$ cat src/source/soc_map_pkg.sv
// ----------------------------------------------------------------------
// soc memory map
// bus widths, bus payload types and the address map of the harness
// ----------------------------------------------------------------------

package soc_map_pkg;

  // bus widths
  localparam int unsigned AddrWidth = 64;
  localparam int unsigned DataWidth = 64;

  typedef logic [AddrWidth-1:0]   addr_t;
  typedef logic [DataWidth-1:0]   data_t;
  typedef logic [DataWidth/8-1:0] strb_t;

  // ----------------------------------------------------------------------
  // address map
  // ----------------------------------------------------------------------
  localparam addr_t RomBase    = 64'h0000_0000_0001_0000;
  localparam addr_t RomLength  = 64'h0000_0000_0001_0000;
  // gpio is mapped but has no device behind it
  localparam addr_t GpioBase   = 64'h0000_0000_4000_0000;
  localparam addr_t GpioLength = 64'h0000_0000_0000_1000;
  // dram length follows the sram depth of the top level
  localparam addr_t DramBase   = 64'h0000_0000_8000_0000;

  // boot rom contents
  localparam int unsigned           RomWords = 8;
  localparam logic [DataWidth/2-1:0] RomTag  = 32'hB007_B007;

  // target of a bus request
  typedef enum logic [1:0] {
    RegionRom,
    RegionDram,
    RegionErr
  } region_e;

endpackage

$ cat src/source/bus_xbar.sv
// ----------------------------------------------------------------------
// bus crossbar
// decodes requests against the address map and returns the response
// of the selected target one cycle later
// ----------------------------------------------------------------------

`timescale 1ns/1ps

module bus_xbar #(
  parameter int unsigned NumWords = 1024
) (
  input  logic                                      clk_i,
  input  logic                                      rst_ni,
  input  logic                                      req_i,
  input  logic                                      we_i,
  input  soc_map_pkg::addr_t                        addr_i,
  input  soc_map_pkg::strb_t                        be_i,
  input  soc_map_pkg::data_t                        wdata_i,
  input  soc_map_pkg::data_t                        rom_rdata_i,
  input  soc_map_pkg::data_t                        mem_rdata_i,
  output logic                                      rvalid_o,
  output soc_map_pkg::data_t                        rdata_o,
  output logic                                      err_o,
  output logic                                      rom_req_o,
  output logic [$clog2(soc_map_pkg::RomWords)-1:0] rom_idx_o,
  output logic                                      mem_req_o,
  output logic                                      mem_we_o,
  output logic [$clog2(NumWords)-1:0]               mem_idx_o,
  output soc_map_pkg::strb_t                        mem_be_o,
  output soc_map_pkg::data_t                        mem_wdata_o
);

  import soc_map_pkg::*;

  localparam int unsigned ByteOffset  = $clog2(DataWidth/8);
  localparam int unsigned RomIdxWidth = $clog2(RomWords);
  localparam int unsigned MemIdxWidth = $clog2(NumWords);
  localparam addr_t       DramLength  = addr_t'(NumWords) << ByteOffset;

  logic    in_rom;
  logic    in_dram;
  addr_t   rom_off;
  addr_t   mem_off;
  region_e region_d;
  region_e region_q;
  logic    rvalid_q;

  // ----------------------------------------------------------------------
  // address decode
  // ----------------------------------------------------------------------
  assign in_rom  = (addr_i >= RomBase) && (addr_i < RomBase + RomLength);
  assign in_dram = (addr_i >= DramBase) && (addr_i < DramBase + DramLength);

  // gpio has no device, so it answers like any unmapped address
  always_comb begin
    region_d = RegionErr;
    if (in_rom) begin
      region_d = RegionRom;
    end else if (in_dram) begin
      region_d = RegionDram;
    end
  end

  // word offsets inside each region
  assign rom_off = addr_i - RomBase;
  assign mem_off = addr_i - DramBase;

  // rom ignores writes
  assign rom_req_o = req_i & in_rom & ~we_i;
  assign rom_idx_o = rom_off[ByteOffset +: RomIdxWidth];

  assign mem_req_o   = req_i & in_dram;
  assign mem_we_o    = req_i & in_dram & we_i;
  assign mem_idx_o   = mem_off[ByteOffset +: MemIdxWidth];
  assign mem_be_o    = be_i;
  assign mem_wdata_o = wdata_i;

  // ----------------------------------------------------------------------
  // response path
  // ----------------------------------------------------------------------
  always_ff @(posedge clk_i or negedge rst_ni) begin
    if (!rst_ni) begin
      rvalid_q <= 1'b0;
      region_q <= RegionErr;
    end else begin
      rvalid_q <= req_i;
      region_q <= region_d;
    end
  end

  assign rvalid_o = rvalid_q;
  assign err_o    = rvalid_q && (region_q == RegionErr);

  always_comb begin
    case (region_q)
      RegionRom:  rdata_o = rom_rdata_i;
      RegionDram: rdata_o = mem_rdata_i;
      default:    rdata_o = '0;
    endcase
  end

endmodule

$ cat config.mk
export PLATFORM = sky130hd
export DESIGN_NAME = bus_xbar
export DESIGN_NICKNAME = d
export VERILOG_FILES = /design/src/source/soc_map_pkg.sv /design/src/source/bus_xbar.sv
export SDC_FILE = /design/constraint.sdc
export NUM_CORES = 1
export LEC_CHECK = 0
export ABC_AREA = 1
export BUFFER_PORTS_ARGS = -buffer_cell sky130_fd_sc_hd__buf_2
export CAP_MARGIN = 40
export CORE_AREA = 2 2 165 167
export DETAILED_ROUTE_END_ITERATION = 8
export DIE_AREA = 0 0 167 169
export PLACE_DENSITY = 0.4
export SETUP_SLACK_MARGIN = 0.5
export SLEW_MARGIN = 20
export SYNTH_ARGS = -nofsm -noshare
export SYNTH_HDL_FRONTEND = slang
export SYNTH_SLANG_ARGS = --single-unit
$ cat constraint.sdc
create_clock -name clk_i -period 2.8 [get_ports clk_i]
set_input_delay 0.42 -clock clk_i [delete_from_list [all_inputs] [get_ports clk_i]]
set_output_delay 0.42 -clock clk_i [all_outputs]
set_load 0.01 [all_outputs]
**Word level (Yosys, flattened, before mapping)**

Cells that the tools add are included.

- Order comparisons: 4
- Div/mod/pow operators: 0
- Muxes and demuxes: 3
- Add/sub/neg operators: 2
- Multiply operators: 0
- Shift-type cells: 0
- Equal/unequal tests: 2
- Reduce and logical (&&, ||, !) cells: 4
- Bitwise logic cells: 5

Operator list:

| cell | number |
|---|---|
| 64-bit one-hot mux with 2 select lines | 1 |
| 64-bit by 17-bit >= comparator with 1-bit output (second input constant) | 1 |
| 64-bit by 32-bit >= comparator with 1-bit output (second input constant) | 1 |
| 64-bit by 18-bit less-than comparator with 1-bit output (second input constant) | 1 |
| 64-bit by 32-bit less-than comparator with 1-bit output (second input constant) | 1 |
| 13-bit by 1-bit subtractor with 13-bit output (second input constant) | 1 |
| 6-bit by 1-bit subtractor with 6-bit output (second input constant) | 1 |
| 1-bit bitwise AND | 4 |
| 2-bit two-way mux | 2 |
| 1-bit logical AND | 3 |
| 2-bit by 1-bit == test with 1-bit output (second input constant) | 1 |
| 2-bit == test (second input constant) | 1 |
| 2-bit zero test | 1 |
| 1-bit inverter | 1 |

- Memory bits (writable): 0
- Register bits: 3
- Bits in latches: 0
- ROM bits: 0
- Logic and storage cells: 22
- Memories kept: 0
- Output and inout bits: 154

**Depth between registers and ports, before layout**

- Depth in word-level cells: 4
- Depth in mapped cells: 8

**Worst setup path after synthesis**

Ideal clock, no wire load.

- Path type: in2out
- Start: in addr_i[27]
- End: out mem_we_o
- Path buffers: 0
- Data arrival time: 1.165 ns
- Stages on the path: 6
- Slack: 1.215 ns
- Path through: or2_1 > nor2_2 > nand2_1 > nor2_2 > nand4_2 > nor2_2

- Cells in the longest elaborated chain, start to end: 4
- Elaborated cells between the ends (all ways): 5

RTL lines:

| what | line | RTL |
|---|---|---|
| from (decl) | bus_xbar.sv:16 | `input soc_map_pkg::addr_t addr_i,` |
| 64-bit by 32-bit >= comparator with 1-bit output / 64-bit by 32-bit less-than comparator with 1-bit output (equally long branches) | bus_xbar.sv:52 | `assign in_dram = (addr_i >= DramBase) && (addr_i < DramBase + DramLength);` |
| 1-bit logical AND * | bus_xbar.sv:52 |  |
| 1-bit bitwise AND * (2 in a row) | bus_xbar.sv:73 | `assign mem_we_o = req_i & in_dram & we_i;` |
| to (decl) | bus_xbar.sv:27 | `output logic mem_we_o,` |

Every way passes the cells marked *; elsewhere a longest branch is shown, timed or not.

**Worst setup path in the final report**

- Start: reg region_q[1]
- End: out rdata_o[5]

- Cells in the longest elaborated chain, start to end: 2
- Elaborated cells between the ends (all ways): 3

RTL lines:

| what | line | RTL |
|---|---|---|
| from (decl) | bus_xbar.sv:45 | `region_e region_q;` |
| from (signal assigned) | bus_xbar.sv:84 | `region_q <= RegionErr;` |
| from (signal assigned) | bus_xbar.sv:87 | `region_q <= region_d;` |
| 2-bit by 1-bit == test with 1-bit output / 2-bit zero test (equally long branches) | bus_xbar.sv:95 | `case (region_q)` |
| 64-bit one-hot mux with 2 select lines * | bus_xbar.sv:95 |  |
| to (decl) | bus_xbar.sv:22 | `output soc_map_pkg::data_t rdata_o,` |

Marked as above.

==> impl_results.md <==
* Status: finished, final reports clean
* Area Overhead vs Synth at 54.0%
* DP HPWL at around 7.9 mm
* Post-CTS resize count at 0
* Switching Fraction at about a quarter
* Vias in the first global route at 2434
* Starting density of the core at between 7 and 8%
* CP Cell Sequence: inv_2 > buf_12 > nand3_1 > o21ai_1 > buf_2
* GRT overflow at 0
* Max incr delay on CP at between 0.4 and 0.5 ns
* Synth Area in Simple Gates at between 20% and 30%
* Most frequent cells in the layout: 251 x buf_2, 71 x inv_1, 65 x nand3_1, 64 x o21ai_1, 30 x nor2_1
* Die Ht at 169 microns
* CTS Hold Bufs at 1
* Port Buffers at approximately 250
* Total power at 0.437 mW
* Final WS setup at approximately 0.70 ns
* Xor and xnor area share after synthesis at 0%
* Initial antenna violation count at 0
* DR DRC count at 0
* Clk pwr share at 52.0%
* FF/Latch Area at 77.6 sq um
* Syn Area/Cell at approximately 5.5 sq um
* Final setup fails at 0
* Post-Route Setup TNS at 0 ns
* Yosys top cell area share at 31.5%
* Largest cells by area after synthesis: buf_4 31%, nand3_1 16%, o21ai_1 16%
* Fin crit share at around three quarters
* WL per Instance at roughly 11 microns
* Pre-CTS setup slack at 0.721 ns
* Clock Path Buffers at 2
* YS warnings at 0
* Comb pwr share at between 30% and 40%
* Sink Count at 3
* Hold Crit Class: input pin to flop
* WS Path Type: flop to output port
* Yosys cell types at 19
* Startpoint types: flop
* Worst Hold Launch: req_i
* Largest family of logic cells by synthesized area: buffers and inverters
* Syn Nets at approximately 630
* WP data arrival at roughly 1.7 ns
* FMAX at approximately 480 MHz
* RSZ-0062 raised after global routing: false
* Max-slew headroom at a little under three fifths
* Crit path capture type: output port
* Hold Path Cell Cnt at 1
* Layout fillers at 3115
* Mux cell area share after synthesis at 0%
* Worst-case vdd ir drop at ~280 uV
* Die width at roughly 170 microns
* RD Place Congestion at 0.718
* First-pass GRT wire length at around 13 mm
* Diodes inserted at 0
* Root Buffer: clkbuf_16
* Cell internal pwr at between 0.3 and 0.4 mW
* CTS Buf Count at 3
* PD cells at about 140 mW/mm^2
* Yosys top cell by area: buf_4
* Die Footprint at between 0.02 and 0.03 sq mm
* NetSw at about 0.10 mW
* Clock slew at reported path FFs at 0.03 ns
* Fraction of layout cells with a size suffix above 1 at between 50% and 60%
* Drt pass-1 iters at 4
* CP max stage cell: inv_2
* Vias at between 2000 and 3000
* Max-cap violations at 0
* Synthesized area at slightly above 0.002 sq mm
* Fin crit period at ~2.1 ns
* Antenna-violating nets left at 0
* CTS H-tree lvls at 1
* Commonest non-fill, non-tap cell in the layout: buf_2
* Critical Path RT at approximately 2.4 ns
* Worst slew pin tran at around 0.64 ns
* M2 GR Usage at approximately 11%
* Largest net degree at the start of global routing at 66
* Sequential Power Share at between 10% and 20%
* Starting DRC count in detailed routing at around 130
* Leakage power total at around 1.8 nW
* Seq cells post-synth at 3
* Synthesized instance count at between 300 and 400
* Row cnt at 60
* CTS tree: yes
* Core Region at 0.0265 sq mm
* Avg Vias per Cell at approximately 3.2
* Global Route Usage Sum at 5.93%
* Met3 GRT Util at slightly above 2%
* Most Used Layer, Global Route: met2
* Max Slew Vio Count at 0
* Total wire length at ~9.4 mm
* Seq/Total Area, Yosys at about 3.8%
* Footprint of the multi-input gates at 913 sq um
* Critical path peak fanout at 31
* Synth Area in Adders at 0%
* Top Ports at 422
* NumNets Final at between 700 and 800
* Cell family with the largest share of critical-path delay: buffers and inverters
* Hold EP: rvalid_o$_DFF_PN0_
* Compound-Gate Fraction of Synth Area at about 16%
* Hold Fails Final Rpt at 0
* Setup Fix Bufs, Post-CTS at 0
* Grt met1 use at 5.59%
* Worst path bufs/invs at 3
-- synth_stat cells --
master    instances
buf_6             6
or2_1             3
buf_2             8
buf_1             1
dfrtp_1           2
clkbuf_1          5
nand4_2           1
buf_4            85
nor2_2            4
nand4_1           1
o21ai_1          64
nor2_1           30
nand2_1          14
inv_1            71
nand2_2           3
inv_2             1
nand3_1          65
nand4_4           1
dfstp_2           1
-- registers in the layout (all words and copies together), names as in the netlist --
register / flops
region_q: 2
rvalid_o: 1
-- through the flow --
step	cell area, sq um	instances	util [%]	hold WS (ns)
floorplan	2030	366	-	0.124
global placement	3030	860	11.4	0.223
detailed placement	3030	860	11.4	0.226
CTS	3120	865	11.8	0.370
global route	3120	865	11.8	0.378
finish	3120	865	11.8	0.368
-- power groups by stage --
stage	Combinational (mW)	Clock, mW	Sequential (mW)
floorplan	0.157	0	0.0456
global placement	0.164	0	0.0456
detailed placement	0.165	0	0.0457
CTS	0.167	0.232	0.0452
global route	0.188	0.236	0.0452
finish	0.165	0.227	0.0451
-- cells by family (layout without fill, tap and decap cells) --
logic type | after synthesis | in the layout
AOI/OAI and AO/OA | 64 | 64
DFF | 3 | 3
buffers and inverters | 177 | 335
and+or+nand+nor | 122 | 122
-- layer usage --
| metal | vias to the layer above | wire, microns | part of all wire, % |
|---|---|---|---|
| met1 | 1119 | 3080 | 33 |
| met2 | 206 | 4680 | 50 |
| met4 | 2 | 427 | 4.6 |
| met5 | - | 46 | 0.49 |
| met3 | 41 | 1150 | 12 |
| li1 | 1378 | - | - |
-- layout make-up --
cell class	count	area share, %
timing repair buffer	259	43.4
multi-input combinational	186	29.2
tap	341	13.7
inverter	72	8.65
clock buffer	4	2.52
sequential	3	2.48
-- worst max path at each step --
stage,start,endpoint,slack (ns),cells past startpoint
global placement,addr_i[39],mem_we_o,0.70,9
floorplan,addr_i[27],mem_we_o,1.21,6
global route,region_q[1]$_DFF_PN1_,rdata_o[5],0.55,5
finish,region_q[1]$_DFF_PN1_,rdata_o[5],0.70,5
CTS,region_q[1]$_DFF_PN1_,rdata_o[5],0.61,5
detailed placement,addr_i[39],mem_we_o,0.72,9
No activity file was read; power rests on OpenSTA's default activity.
