$ cat src/source/debug_req_gate.sv
// ----------------------------------------------------------------------
// debug request gate
// blocks debug requests for a window after power-on reset, then
// passes them while debugging is enabled
// ----------------------------------------------------------------------

`timescale 1ns/1ps

module debug_req_gate #(
  parameter int unsigned HoldoffCycles = 20
) (
  input  logic clk_i,
  input  logic rst_ni,
  input  logic debug_req_i,
  input  logic debug_enable_i,
  output logic debug_req_o
);

  localparam int unsigned CntWidth = $clog2(HoldoffCycles + 1);

  logic [CntWidth-1:0] cnt_q;
  logic                holdoff;

  assign holdoff = (cnt_q != '0);

  // gives the hart time to run boot code before the first halt
  always_ff @(posedge clk_i or negedge rst_ni) begin
    if (!rst_ni) begin
      cnt_q <= CntWidth'(HoldoffCycles);
    end else if (holdoff) begin
      cnt_q <= cnt_q - 1'b1;
    end
  end

  assign debug_req_o = ~holdoff & debug_req_i & debug_enable_i;

endmodule

$ cat config.mk
export PLATFORM = sky130hd
export DESIGN_NAME = debug_req_gate
export DESIGN_NICKNAME = d
export VERILOG_FILES = /design/src/source/debug_req_gate.sv
export SDC_FILE = /design/constraint.sdc
export NUM_CORES = 1
export LEC_CHECK = 0
export ABC_AREA = 1
export BUFFER_PORTS_ARGS = -buffer_cell sky130_fd_sc_hd__buf_4
export CAP_MARGIN = 10
export CORE_AREA = 2 2 39 41
export CTS_BUF_LIST = sky130_fd_sc_hd__clkbuf_2 sky130_fd_sc_hd__clkbuf_4 sky130_fd_sc_hd__clkbuf_8
export DETAILED_ROUTE_END_ITERATION = 10
export DIE_AREA = 0 0 41 43
export GPL_TIMING_DRIVEN = 0
export SLEW_MARGIN = 25
export SYNTH_ARGS = -nofsm -noshare
export SYNTH_HDL_FRONTEND = slang
export SYNTH_SLANG_ARGS = --single-unit
$ cat constraint.sdc
create_clock -name clk_i -period 1.7 [get_ports clk_i]
set_clock_uncertainty 0.1 [all_clocks]
set_input_delay 0.34 -clock clk_i [delete_from_list [all_inputs] [get_ports clk_i]]
set_output_delay 0.34 -clock clk_i [all_outputs]
set_load 0.01 [all_outputs]
======== Yosys cells after proc, flatten, opt, wreduce, memory -nomap -nowiden ========
Cells that the tools add are included.
storage, ports and cells
  bits in registers ....................... 5
  output and inout port bits .............. 1
  logic and storage cells ................. 6
  input bits .............................. 4
operators by class
  bitwise gates (word level) .............. 3
  add/sub/neg operators ................... 1
  reduce and logical (&&, ||, !) cells .... 1
operators with widths
  operator             number
  $reduce_bool 5->1    1
  $sub 5x1->5 const B  1
  $and 1x1->1          2
  $not 1->1            1

======== Depth between registers and ports, before layout ========
Gate-level depths: netlist (run 1).
  depth in word-level cells ............... 4
  depth in mapped cells ................... 7
  gate-level depth less buffers ........... 7

======== Worst setup path before layout (run 1) ========
OpenSTA, ideal clock, no wires.
  kind .................................... register to output
  start ................................... reg cnt_q[0]
  end ..................................... out debug_req_o
  arrival ................................. 1031 ps
  setup slack ............................. 229 ps
  data required time ...................... 1260 ps
  stages on the path, launching flop included .. 7
  path buffers ............................ 0
  cells stage by stage .................... dfrtp_1 > inv_1 > ha_1 > inv_1 > nor2_4 > nand2_4 > nor2_1
on the way
  cells in the longest elaborated chain, start to end .. 4
RTL lines
  element                    RTL line  text
  from (decl)                21        logic [CntWidth-1:0] cnt_q;
  from (signal assigned)     29        cnt_q <= CntWidth'(HoldoffCycles);
  from (signal assigned)     31        cnt_q <= cnt_q - 1'b1;
  $reduce_bool 5->1          24        assign holdoff = (cnt_q != '0);
  $not 1->1                  35        assign debug_req_o = ~holdoff & debug_req_i & debug_enable_i;
  $and 1x1->1 (2 in series)  35
  to (decl)                  16        output logic debug_req_o
Every way passes these cells.

======== Worst setup path after layout (run 1) ========
  start ................................... reg cnt_q[1]
  end ..................................... out debug_req_o
The elaborated chain is that of the path after synthesis.

==> results of run 1 <==
==> path summary, 6_finish.rpt <==
path                                     to  slack [ns]  cells after the start
worst max-delay path            debug_req_o        0.03                      7
min in group clk_i                 cnt_q[0]        0.44                      2
worst min-delay path               cnt_q[0]        0.35                      2
worst max register to register     cnt_q[2]        0.07                     11
max in group asynchronous          cnt_q[2]        0.96                      2
worst min register to register     cnt_q[0]        0.44                      2
==> area by class of cell <==
class	count	area (um2)
inverters	7	26.3
clock buffers	4	30.0
repair buffers	17	130
multi-input cells	25	174
fillers	143	876
flip-flops and latches	5	128
well taps	16	20.0
==> power by group <==
group / leakage (nW) / switching, mW / total [mW] / internal [mW]
Sequential: 0.0626 / 0 / 0.120 / 0.120
Clock: 0.0184 / 0.0464 / 0.151 / 0.104
Combinational: 0.177 / 0.00513 / 0.0133 / 0.00817
Total: 0.258 / 0.0515 / 0.284 / 0.232
==> metrics by stage <==
stage / utilization / worst slack (ns)
2_1_floorplan: - / 0.229
3_5_place_dp: 0.260 / 0.111
3_3_place_gp: 0.260 / 0.123
6_report: 0.367 / 0.0298
5_1_grt: 0.367 / -0.0529
4_1_cts: 0.353 / -0.0113
==> kinds of logic after synthesis <==
logic type | share of synthesized area
compound gates | 0.0605
fa+ha+maj | 0.0806
buf+inv | 0.0847
flops | 0.411
simple gates | 0.363
==> placed cells by master (no fill, tap or decap) <==
cell,Yosys,routed
buf_4,0,16
nand2_2,2,2
inv_1,7,4
nor2_4,2,2
ha_2,0,1
a21oi_1,2,2
o21ai_2,1,1
nor2_1,4,3
dlygate4sd3_1,0,1
nand2_1,5,5
dfstp_2,2,2
clkbuf_4,0,4
nor2_2,2,3
nand2_4,1,1
dfrtp_1,3,3
ha_4,0,1
inv_2,0,3
nand3_1,4,4
==> timing repair <==
item / CTS / global route
setup buffers: 10 / 2
hold buffers: 1 / 0
hold endpoints to repair: 5 / 0
gates resized for setup: 5 / 2
pin swaps: 3 / 3
endpoints found under the setup margin: 1 / 3
==> layer usage <==
layer / vias up / global-route usage / wire length (um)
met5: - / 0 / 0
met3: 0 / 0.0314 / 9
li1: 154 / - / -
met4: 0 / 0.100 / 0
met1: 142 / 0.124 / 272
met2: 1 / 0.169 / 423
==> run metrics, run 1 <==
status complete, no violations; max_slew headroom 0.884; Max FO, Critical Path 2; CTS tree done; Area contributors post-synth dfrtp_1 (24%), dfstp_2 (17%), inv_1 (8.5%), ha_1 (8.1%), nor2_4 (7.3%); Pre-antenna DRT Iters 2; Total Nets Final between 60 and 70; most common library cells after synthesis inv_1 (7), nand2_1 (5), nand3_1 (4), nor2_1 (4), dfrtp_1 (3); design area 508 um2; Placed Area between 300 and 400 um2; initial antenna violation count 0; Synth top area share 0.242; Worst-Margin Slew roughly 0.17 ns; CP arrival 1.23 ns; vias in the first global route slightly above 300; final wirelength around 700 um; clk buf depth 2; gr ovfl total 0; clk_lat worst skew 0.24 ns; global-route wire length before repair 1.28 mm; layout cells sized above 1 0.621; highest clock rate between 500 and 600 MHz; vias post-DR 297; asr flop ratio synth 1.00; count of final hold-check violations 0; Pwr Total between 200 and 300 uW; Tot GR Track Use 0.114; areal power density over the cells ~560 nW/um2; Setup crit end kind output port; final hold slack approximately 0.35 ns; Min Clock Period, post-route about 1.7 ns; max reg flops 5; largest net degree at the start of global routing 6; Biggest register cnt_q; Worst path top cell family by delay flip-flops; I/O Buffers 4; most used flip-flop cell after synthesis dfrtp_1; Netlist cell types 13; core footprint between 1000 and 1500 um2; Num Clock Sinks 5; leakage power around 0.26 nW; RePlAce Congestion roughly 0.69; R2R Path Start cnt_q[1]; Critical Path Start Type register; Post-Place Cells 57; RSZ-0062 raised after global routing yes; WP buf/inv 3; Clk pin slew, worst setup/hold paths roughly 0.04 ns; ANT nets after route 0; biggest regs cnt_q x5; fin crit share 0.982; Wirelength per Cell 9.51 um; Max stage delay on crit path 0.39 ns; Synth area leader dfrtp_1; io pins 5; cts bufs inserted 3; worst hold path class input pin to async pin; Setup TNS 0 ns; diode count 0; Max Cap Viol 0; register bit total from synthesis 5; DRC Markers 0; VDD IR max around 0.3 mV; number of setup violations in the final report 0; Post-synth EDFFs 0; Syn Std Cell Area roughly 310 um2; Seq/Total Area, Yosys 0.411; syn_area_per_cell between 8 and 9 um2; CP cell instances inv_2 -> ha_4 -> inv_2 -> nor2_4 -> nand2_4 -> nor2_2 -> buf_4; CP max stage cell dfrtp_1; cells after synthesis 37; Synth Warn # 0; Final Slew Violations 0; width of the die 41 um; drt via density around 4; Worst setup startpoint cnt_q[1]; leading cell type by number of instances after synthesis inv_1; Non-Filler Instances between 70 and 80; Most Frequent Cell on Critical Path inv_2; number of DRC markers in iteration 0 2; CP required 1.26 ns; Starting Density 0.224; synthesis-to-layout area growth 63.7%; # rows 14; net count after synthesis 43; Root Driver clkbuf_4; full die area ~1800 um2; H-tree depth 1; critical path type register to output port; die height roughly 43 um
(Power assumes the default switching activity.)
==> run 2, diff against run 1 <==
--- a/config.mk
+++ b/config.mk
@@ -6,12 +6,12 @@
 export NUM_CORES = 1
 export LEC_CHECK = 0
 export ABC_AREA = 1
-export BUFFER_PORTS_ARGS = -buffer_cell sky130_fd_sc_hd__buf_4
 export CAP_MARGIN = 10
 export CORE_AREA = 2 2 39 41
 export CTS_BUF_LIST = sky130_fd_sc_hd__clkbuf_2 sky130_fd_sc_hd__clkbuf_4 sky130_fd_sc_hd__clkbuf_8
 export DETAILED_ROUTE_END_ITERATION = 10
 export DIE_AREA = 0 0 41 43
+export DONT_BUFFER_PORTS = 1
 export GPL_TIMING_DRIVEN = 0
 export SLEW_MARGIN = 25
 export SYNTH_ARGS = -nofsm -noshare
==> run 2 against run 1 <==
Net effect: routed wire length shrank 32%; hold slack lost 0.054 ns; final cell count shrank 20%; via count shrank 26%; total power shrank 3.1%; clock power is essentially flat; critical path type unchanged; register-to-register slack gained 0.30 ns; count of clock-buffer cells in the layout is the same; critical path depth shrank 1; sequential cell count is the same; design area shrank 24%.
==> run metrics, run 2 (synthesis results as in run 1) <==
status complete, no violations (unchanged); layout cells sized above 1 0.419 (was 0.621); vias in the first global route 211 (was 307); gr ovfl total 0 (unchanged); Non-Filler Instances 59 (was 74); max reg flops 5 (unchanged); CTS tree done (unchanged); Final Slew Violations 0 (unchanged); Critical Path Start Type register (unchanged); width of the die 41 um (unchanged); RSZ-0062 raised after global routing yes (unchanged); RePlAce Congestion 0.765 (was 0.686); fillcell total 154 (was 143); Pwr Total 275 uW (was 284 uW); # rows 14 (unchanged); area occupied by multi-input gates 164 um2 (was 174 um2); CP arrival 1.19 ns (was 1.23 ns); Clock power frac 0.539 (was 0.531); Root Driver clkbuf_4 (unchanged); dpl ws 0.140 ns (was 0.111 ns); core footprint 1380 um2 (unchanged); vias post-DR 219 (was 297); crit path to debug_req_o (unchanged); cts bufs inserted 3 (unchanged); Post-Place Cells 53 (was 57); initial antenna violation count 0 (unchanged); Switch Pwr 47.9 uW (was 51.5 uW); diode count 0 (unchanged); Final WS setup 0.0655 ns (was 0.0298 ns); ANT nets after route 0 (unchanged); sw frac 0.174 (was 0.181); Wirelength per Cell 8.10 um (was 9.51 um); full die area 1760 um2 (unchanged); Clk pin slew, worst setup/hold paths 0.04 ns (about the same); Reg2Reg Setup Slack 0.37 ns (was 0.07 ns); I/O Buffers 0 (was 4); R2R Path Start cnt_q[0] (was cnt_q[1]); Final HPWL DP 372 um; synthesis-to-layout area growth 24.2% (was 63.7%); Comb power frac 0.026 (was 0.047); Pre-antenna DRT Iters 2 (unchanged); most frequent cells in the layout nand2_1 (5), inv_1 (5), nand3_1 (4), clkbuf_4 (4) (was buf_4 (16), nand2_1 (5), nand3_1 (4), inv_1 (4), clkbuf_4 (4)); worst hold path class input pin to async pin (unchanged); Max FO, Critical Path 5 (was 2); design area 385 um2 (was 508 um2); Worst setup startpoint cnt_q[0] (was cnt_q[1]); cell-internal power 227 uW (was 232 uW); RR Endpoint cnt_q[3] (was cnt_q[2]); Tot GR Track Use 0.0827 (was 0.114); Biggest register cnt_q (unchanged); final wirelength 478 um (was 704 um); VDD IR max 0.309 mV (was 0.299 mV); global-route wire length before repair 876 um (was 1.28 mm); Max Cap Viol 0 (unchanged); drt via density 3.71 (was 4.01); io pins 5 (unchanged); critical path type register to output port (unchanged); Total Nets Final 50 (was 65); fin crit share 0.961 (was 0.982); Min Clock Period, post-route 1.63 ns (was 1.67 ns); number of setup violations in the final report 0 (unchanged); number of DRC markers in iteration 0 2 (unchanged); leakage power 0.191 nW (was 0.258 nW); Setup crit end kind output port (unchanged); max_slew headroom 0.843 (was 0.884); CP required 1.26 ns (about the same); R2R depth 8 (was 11); H-tree depth 1 (unchanged); Starting Density 0.224 (unchanged); register area 128 um2 (unchanged); die height 43 um (unchanged); clk_lat worst skew 0.23 ns (was 0.24 ns); Worst-Margin Slew 0.234 ns (was 0.173 ns); clk buf depth 2 (unchanged); areal power density over the cells 714 nW/um2 (was 559 nW/um2); final core occ 0.278 (was 0.367); count of final hold-check violations 0 (unchanged); highest clock rate 612 MHz (was 599 MHz); Sequential Power Share 0.435 (was 0.422); Num Clock Sinks 5 (unchanged); biggest regs cnt_q x5 (unchanged); Placed Area 330 um2 (was 360 um2); DRC Markers 0 (unchanged); largest net degree at the start of global routing 6 (unchanged)
-- run 2: cell types whose count changed in the layout (fill, tap and decap cells not counted), sizes merged --
| cell | before | now |
|---|---|---|
| buf | 16 | 1 |
-- run 2: worst min-delay path by stage --
stage | from | to
6_report | rst_ni | cnt_q[3]
5_1_grt | rst_ni | cnt_q[3]
4_1_cts | rst_ni | cnt_q[3]
3_5_place_dp | rst_ni | cnt_q[1]
3_3_place_gp | rst_ni | cnt_q[1]
2_1_floorplan | rst_ni | cnt_q[0]
-- run 2: metrics by stage --
step / setup TNS [ns] / hold slack (ns)
CTS: 0 / 0.295
detailed placement: 0 / -0.0555
global placement: 0 / -0.0554
global route: -0.0189 / 0.318
floorplan: 0 / -0.0556
finish: 0 / 0.298
-- run 2: area by class of cell --
type / count / share of cell area
multi-input combinational: 25 / 0.425
sequential: 5 / 0.331
clock buffer: 4 / 0.0779
inverter: 7 / 0.0682
tap: 16 / 0.0519
timing repair buffer: 2 / 0.0455
-- run 2: repair_timing --
item / in CTS / in global routing
endpoints found under the setup margin: 1 / 1
hold buffers: 1 / 0
buffers inserted: 1 / 0
gates resized for setup: 3 / 1
hold endpoints to repair: 5 / 0
-- run 2: metal layers --
layer  track usage  part of all wire
met2        0.0969              0.48
met1        0.0977              0.48
met5             0                 0
met4         0.100             0.017
met3        0.0314             0.017
-- run 2: critical path: stages (launching register included) --
cell	delay, ns
dfrtp_1	0.38
inv_2	0.09
ha_1	0.14
inv_1	0.05
nor2_4	0.12
nand2_4	0.07
nor2_4	0.10
-- run 2: power groups by stage --
| stage | Clock [mW] | Combinational, mW | Sequential (mW) |
|---|---|---|---|
| after floorplan | 0 | 0.00178 | 0.121 |
| after global placement | 0 | 0.00189 | 0.121 |
| after detailed placement | 0 | 0.00189 | 0.121 |
| after CTS | 0.157 | 0.00730 | 0.120 |
| after global routing | 0.168 | 0.00828 | 0.119 |
| final | 0.148 | 0.00713 | 0.120 |
==> run 3, diff against run 2 <==
--- a/config.mk
+++ b/config.mk
@@ -12,7 +12,8 @@
 export DETAILED_ROUTE_END_ITERATION = 10
 export DIE_AREA = 0 0 41 43
 export DONT_BUFFER_PORTS = 1
-export GPL_TIMING_DRIVEN = 0
+export PLACE_DENSITY = 0.39
+export SETUP_SLACK_MARGIN = 0.2
 export SLEW_MARGIN = 25
 export SYNTH_ARGS = -nofsm -noshare
 export SYNTH_HDL_FRONTEND = slang
==> run 3 against run 2 <==
Net effect: design area rose by 11%; final cell count is 6.8% higher; highest routed layer is now met3; hold slack lost 0.0096 ns; clock power is essentially flat; die area stayed put; largest power group unchanged.
==> run metrics, run 3 (synthesis results as in run 1) <==
status complete, no violations (unchanged); # rows 14 (unchanged); Setup TNS 0 ns (unchanged); Non-Filler Instances 63 (was 59); Comb power frac 0.026 (about the same); Critical Path Start Type register (unchanged); final core occ 0.309 (was 0.278); Tot GR Track Use 0.0880 (was 0.0827); initial antenna violation count 0 (unchanged); Sequential Power Share 0.436 (was 0.435); final wirelength 594 um (was 478 um); CP max stage cell dfrtp_1 (unchanged); dpl ws 0.126 ns (was 0.140 ns); max reg flops 5 (unchanged); cts bufs inserted 3 (unchanged); vias post-DR 256 (was 219); io pins 5 (unchanged); Starting Density 0.224 (unchanged); number of setup violations in the final report 0 (unchanged); largest net degree at the start of global routing 6 (unchanged); core footprint 1380 um2 (unchanged); number of DRC markers in iteration 0 0 (was 2); Root Driver clkbuf_4 (unchanged); fin crit share 0.928 (was 0.961); vias in the first global route 247 (was 211); Clk pin slew, worst setup/hold paths 0.04 ns (about the same); sw frac 0.172 (was 0.174); drt via density 4.06 (was 3.71); I/O Buffers 0 (unchanged); Final Slew Violations 0 (unchanged); CP required 1.26 ns (about the same); Reg2Reg Setup Slack 0.42 ns (was 0.37 ns); Post-Place Cells 53 (unchanged); Setup crit end kind output port (unchanged); count of final hold-check violations 0 (unchanged); H-tree depth 1 (unchanged); worst hold path class input pin to async pin (unchanged); Max FO, Critical Path 2 (was 5); RSZ-0062 raised after global routing yes (unchanged); Clock power frac 0.538 (was 0.539); global-route wire length before repair 959 um (was 876 um); Final HPWL DP 403 um (was 372 um); Pre-antenna DRT Iters 1 (was 2); clk_lat worst skew 0.23 ns (about the same); critical path type register to output port (unchanged); most frequent cells in the layout nand2_1 (5), buf_4 (5), nand3_1 (4), inv_1 (4), clkbuf_4 (4) (was nand2_1 (5), inv_1 (5), nand3_1 (4), clkbuf_4 (4)); fillcell total 159 (was 154); synthesis-to-layout area growth 37.9% (was 24.2%); full die area 1760 um2 (unchanged); Switch Pwr 47.3 uW (was 47.9 uW); width of the die 41 um (unchanged); layout cells sized above 1 0.511 (was 0.419); Max stage delay on crit path 0.38 ns (about the same); Max Cap Viol 0 (unchanged); leakage power 0.208 nW (was 0.191 nW); Worst-Margin Slew 0.217 ns (was 0.234 ns); CP cell instances inv_2 -> ha_4 -> inv_2 -> nor2_4 -> nand2_4 -> nor2_4 (was inv_2 -> ha_1 -> inv_1 -> nor2_4 -> nand2_4 -> nor2_4); cell-internal power 227 uW (about the same); Final WS setup 0.122 ns (was 0.0655 ns); areal power density over the cells 641 nW/um2 (was 714 nW/um2); Total Nets Final 54 (was 50); Wirelength per Cell 9.43 um (was 8.10 um); gr ovfl total 0 (unchanged); CTS tree done (unchanged); die height 43 um (unchanged); Pwr Total 274 uW (was 275 uW); ANT nets after route 0 (unchanged); Num Clock Sinks 5 (unchanged); CP arrival 1.14 ns (was 1.19 ns); max_slew headroom 0.855 (was 0.843); clk buf depth 2 (unchanged); biggest regs cnt_q x5 (unchanged); highest clock rate 634 MHz (was 612 MHz); RePlAce Congestion 0.725 (was 0.765); Min Clock Period, post-route 1.58 ns (was 1.63 ns); Biggest register cnt_q (unchanged); DRC Markers 0 (unchanged); VDD IR max 0.339 mV (was 0.309 mV); diode count 0 (unchanged)
-- run 3: path summary, 6_finish.rpt --
| kind | startpoint | endpoint | cells past startpoint |
|---|---|---|---|
| hold / removal | rst_ni | cnt_q[1] | 1 |
| setup / recovery | cnt_q[1] | debug_req_o | 6 |
| min in group clk_i | cnt_q[0] | cnt_q[0] | 2 |
| setup reg to reg | cnt_q[1] | cnt_q[1] | 8 |
| hold reg to reg | cnt_q[0] | cnt_q[0] | 2 |
| max in group asynchronous | rst_ni | cnt_q[4] | 1 |
-- run 3: worst max-delay path: cells and delay by family, from the launching register on --
| family | cells | cell delay [ns] |
|---|---|---|
| fa+ha+maj | 1 | 0.13 |
| buf+inv | 2 | 0.12 |
| simple gates | 3 | 0.27 |
| flops | 1 | 0.38 |
-- run 3: routing by layer --
layer	global-route usage	routed length [um]	up-vias
li1	-	-	134
met1	0.0855	242	120
met2	0.134	337	2
met3	0.0157	14	0
met4	0.100	0	0
met5	0	0	-
-- run 3: power groups by stage --
stage	registers (mW)	clock network, mW	logic, mW
global placement	0.121	0	0.00201
CTS	0.120	0.156	0.00672
finish	0.120	0.148	0.00700
floorplan	0.121	0	0.00178
global route	0.119	0.170	0.00785
detailed placement	0.121	0	0.00201
-- run 3: cell type report --
class                   instances  area [um2]  share of cell area
repair buffers                  6        47.5               0.111
inverters                       7        26.3              0.0614
multi-input cells              25         176               0.412
flip-flops and latches          5         128               0.298
well taps                      16        20.0              0.0468
clock buffers                   4        30.0              0.0702
-- run 3: stage by stage --
step	instance area, um2	hold WS [ns]
finish	428	0.289
global route	428	0.288
CTS	428	0.284
detailed placement	330	-0.0554
global placement	330	-0.0555
floorplan	310	-0.0556
-- run 3: timing repair --
item / in CTS / in global routing
gates cloned: 0 / 0
resized for setup: 7 / 0
pin swaps: 3 / 2
setup endpoints to repair: 1 / 1
setup buffers: 5 / 0
hold buffers: 1 / 0
hold endpoints to repair: 5 / 0
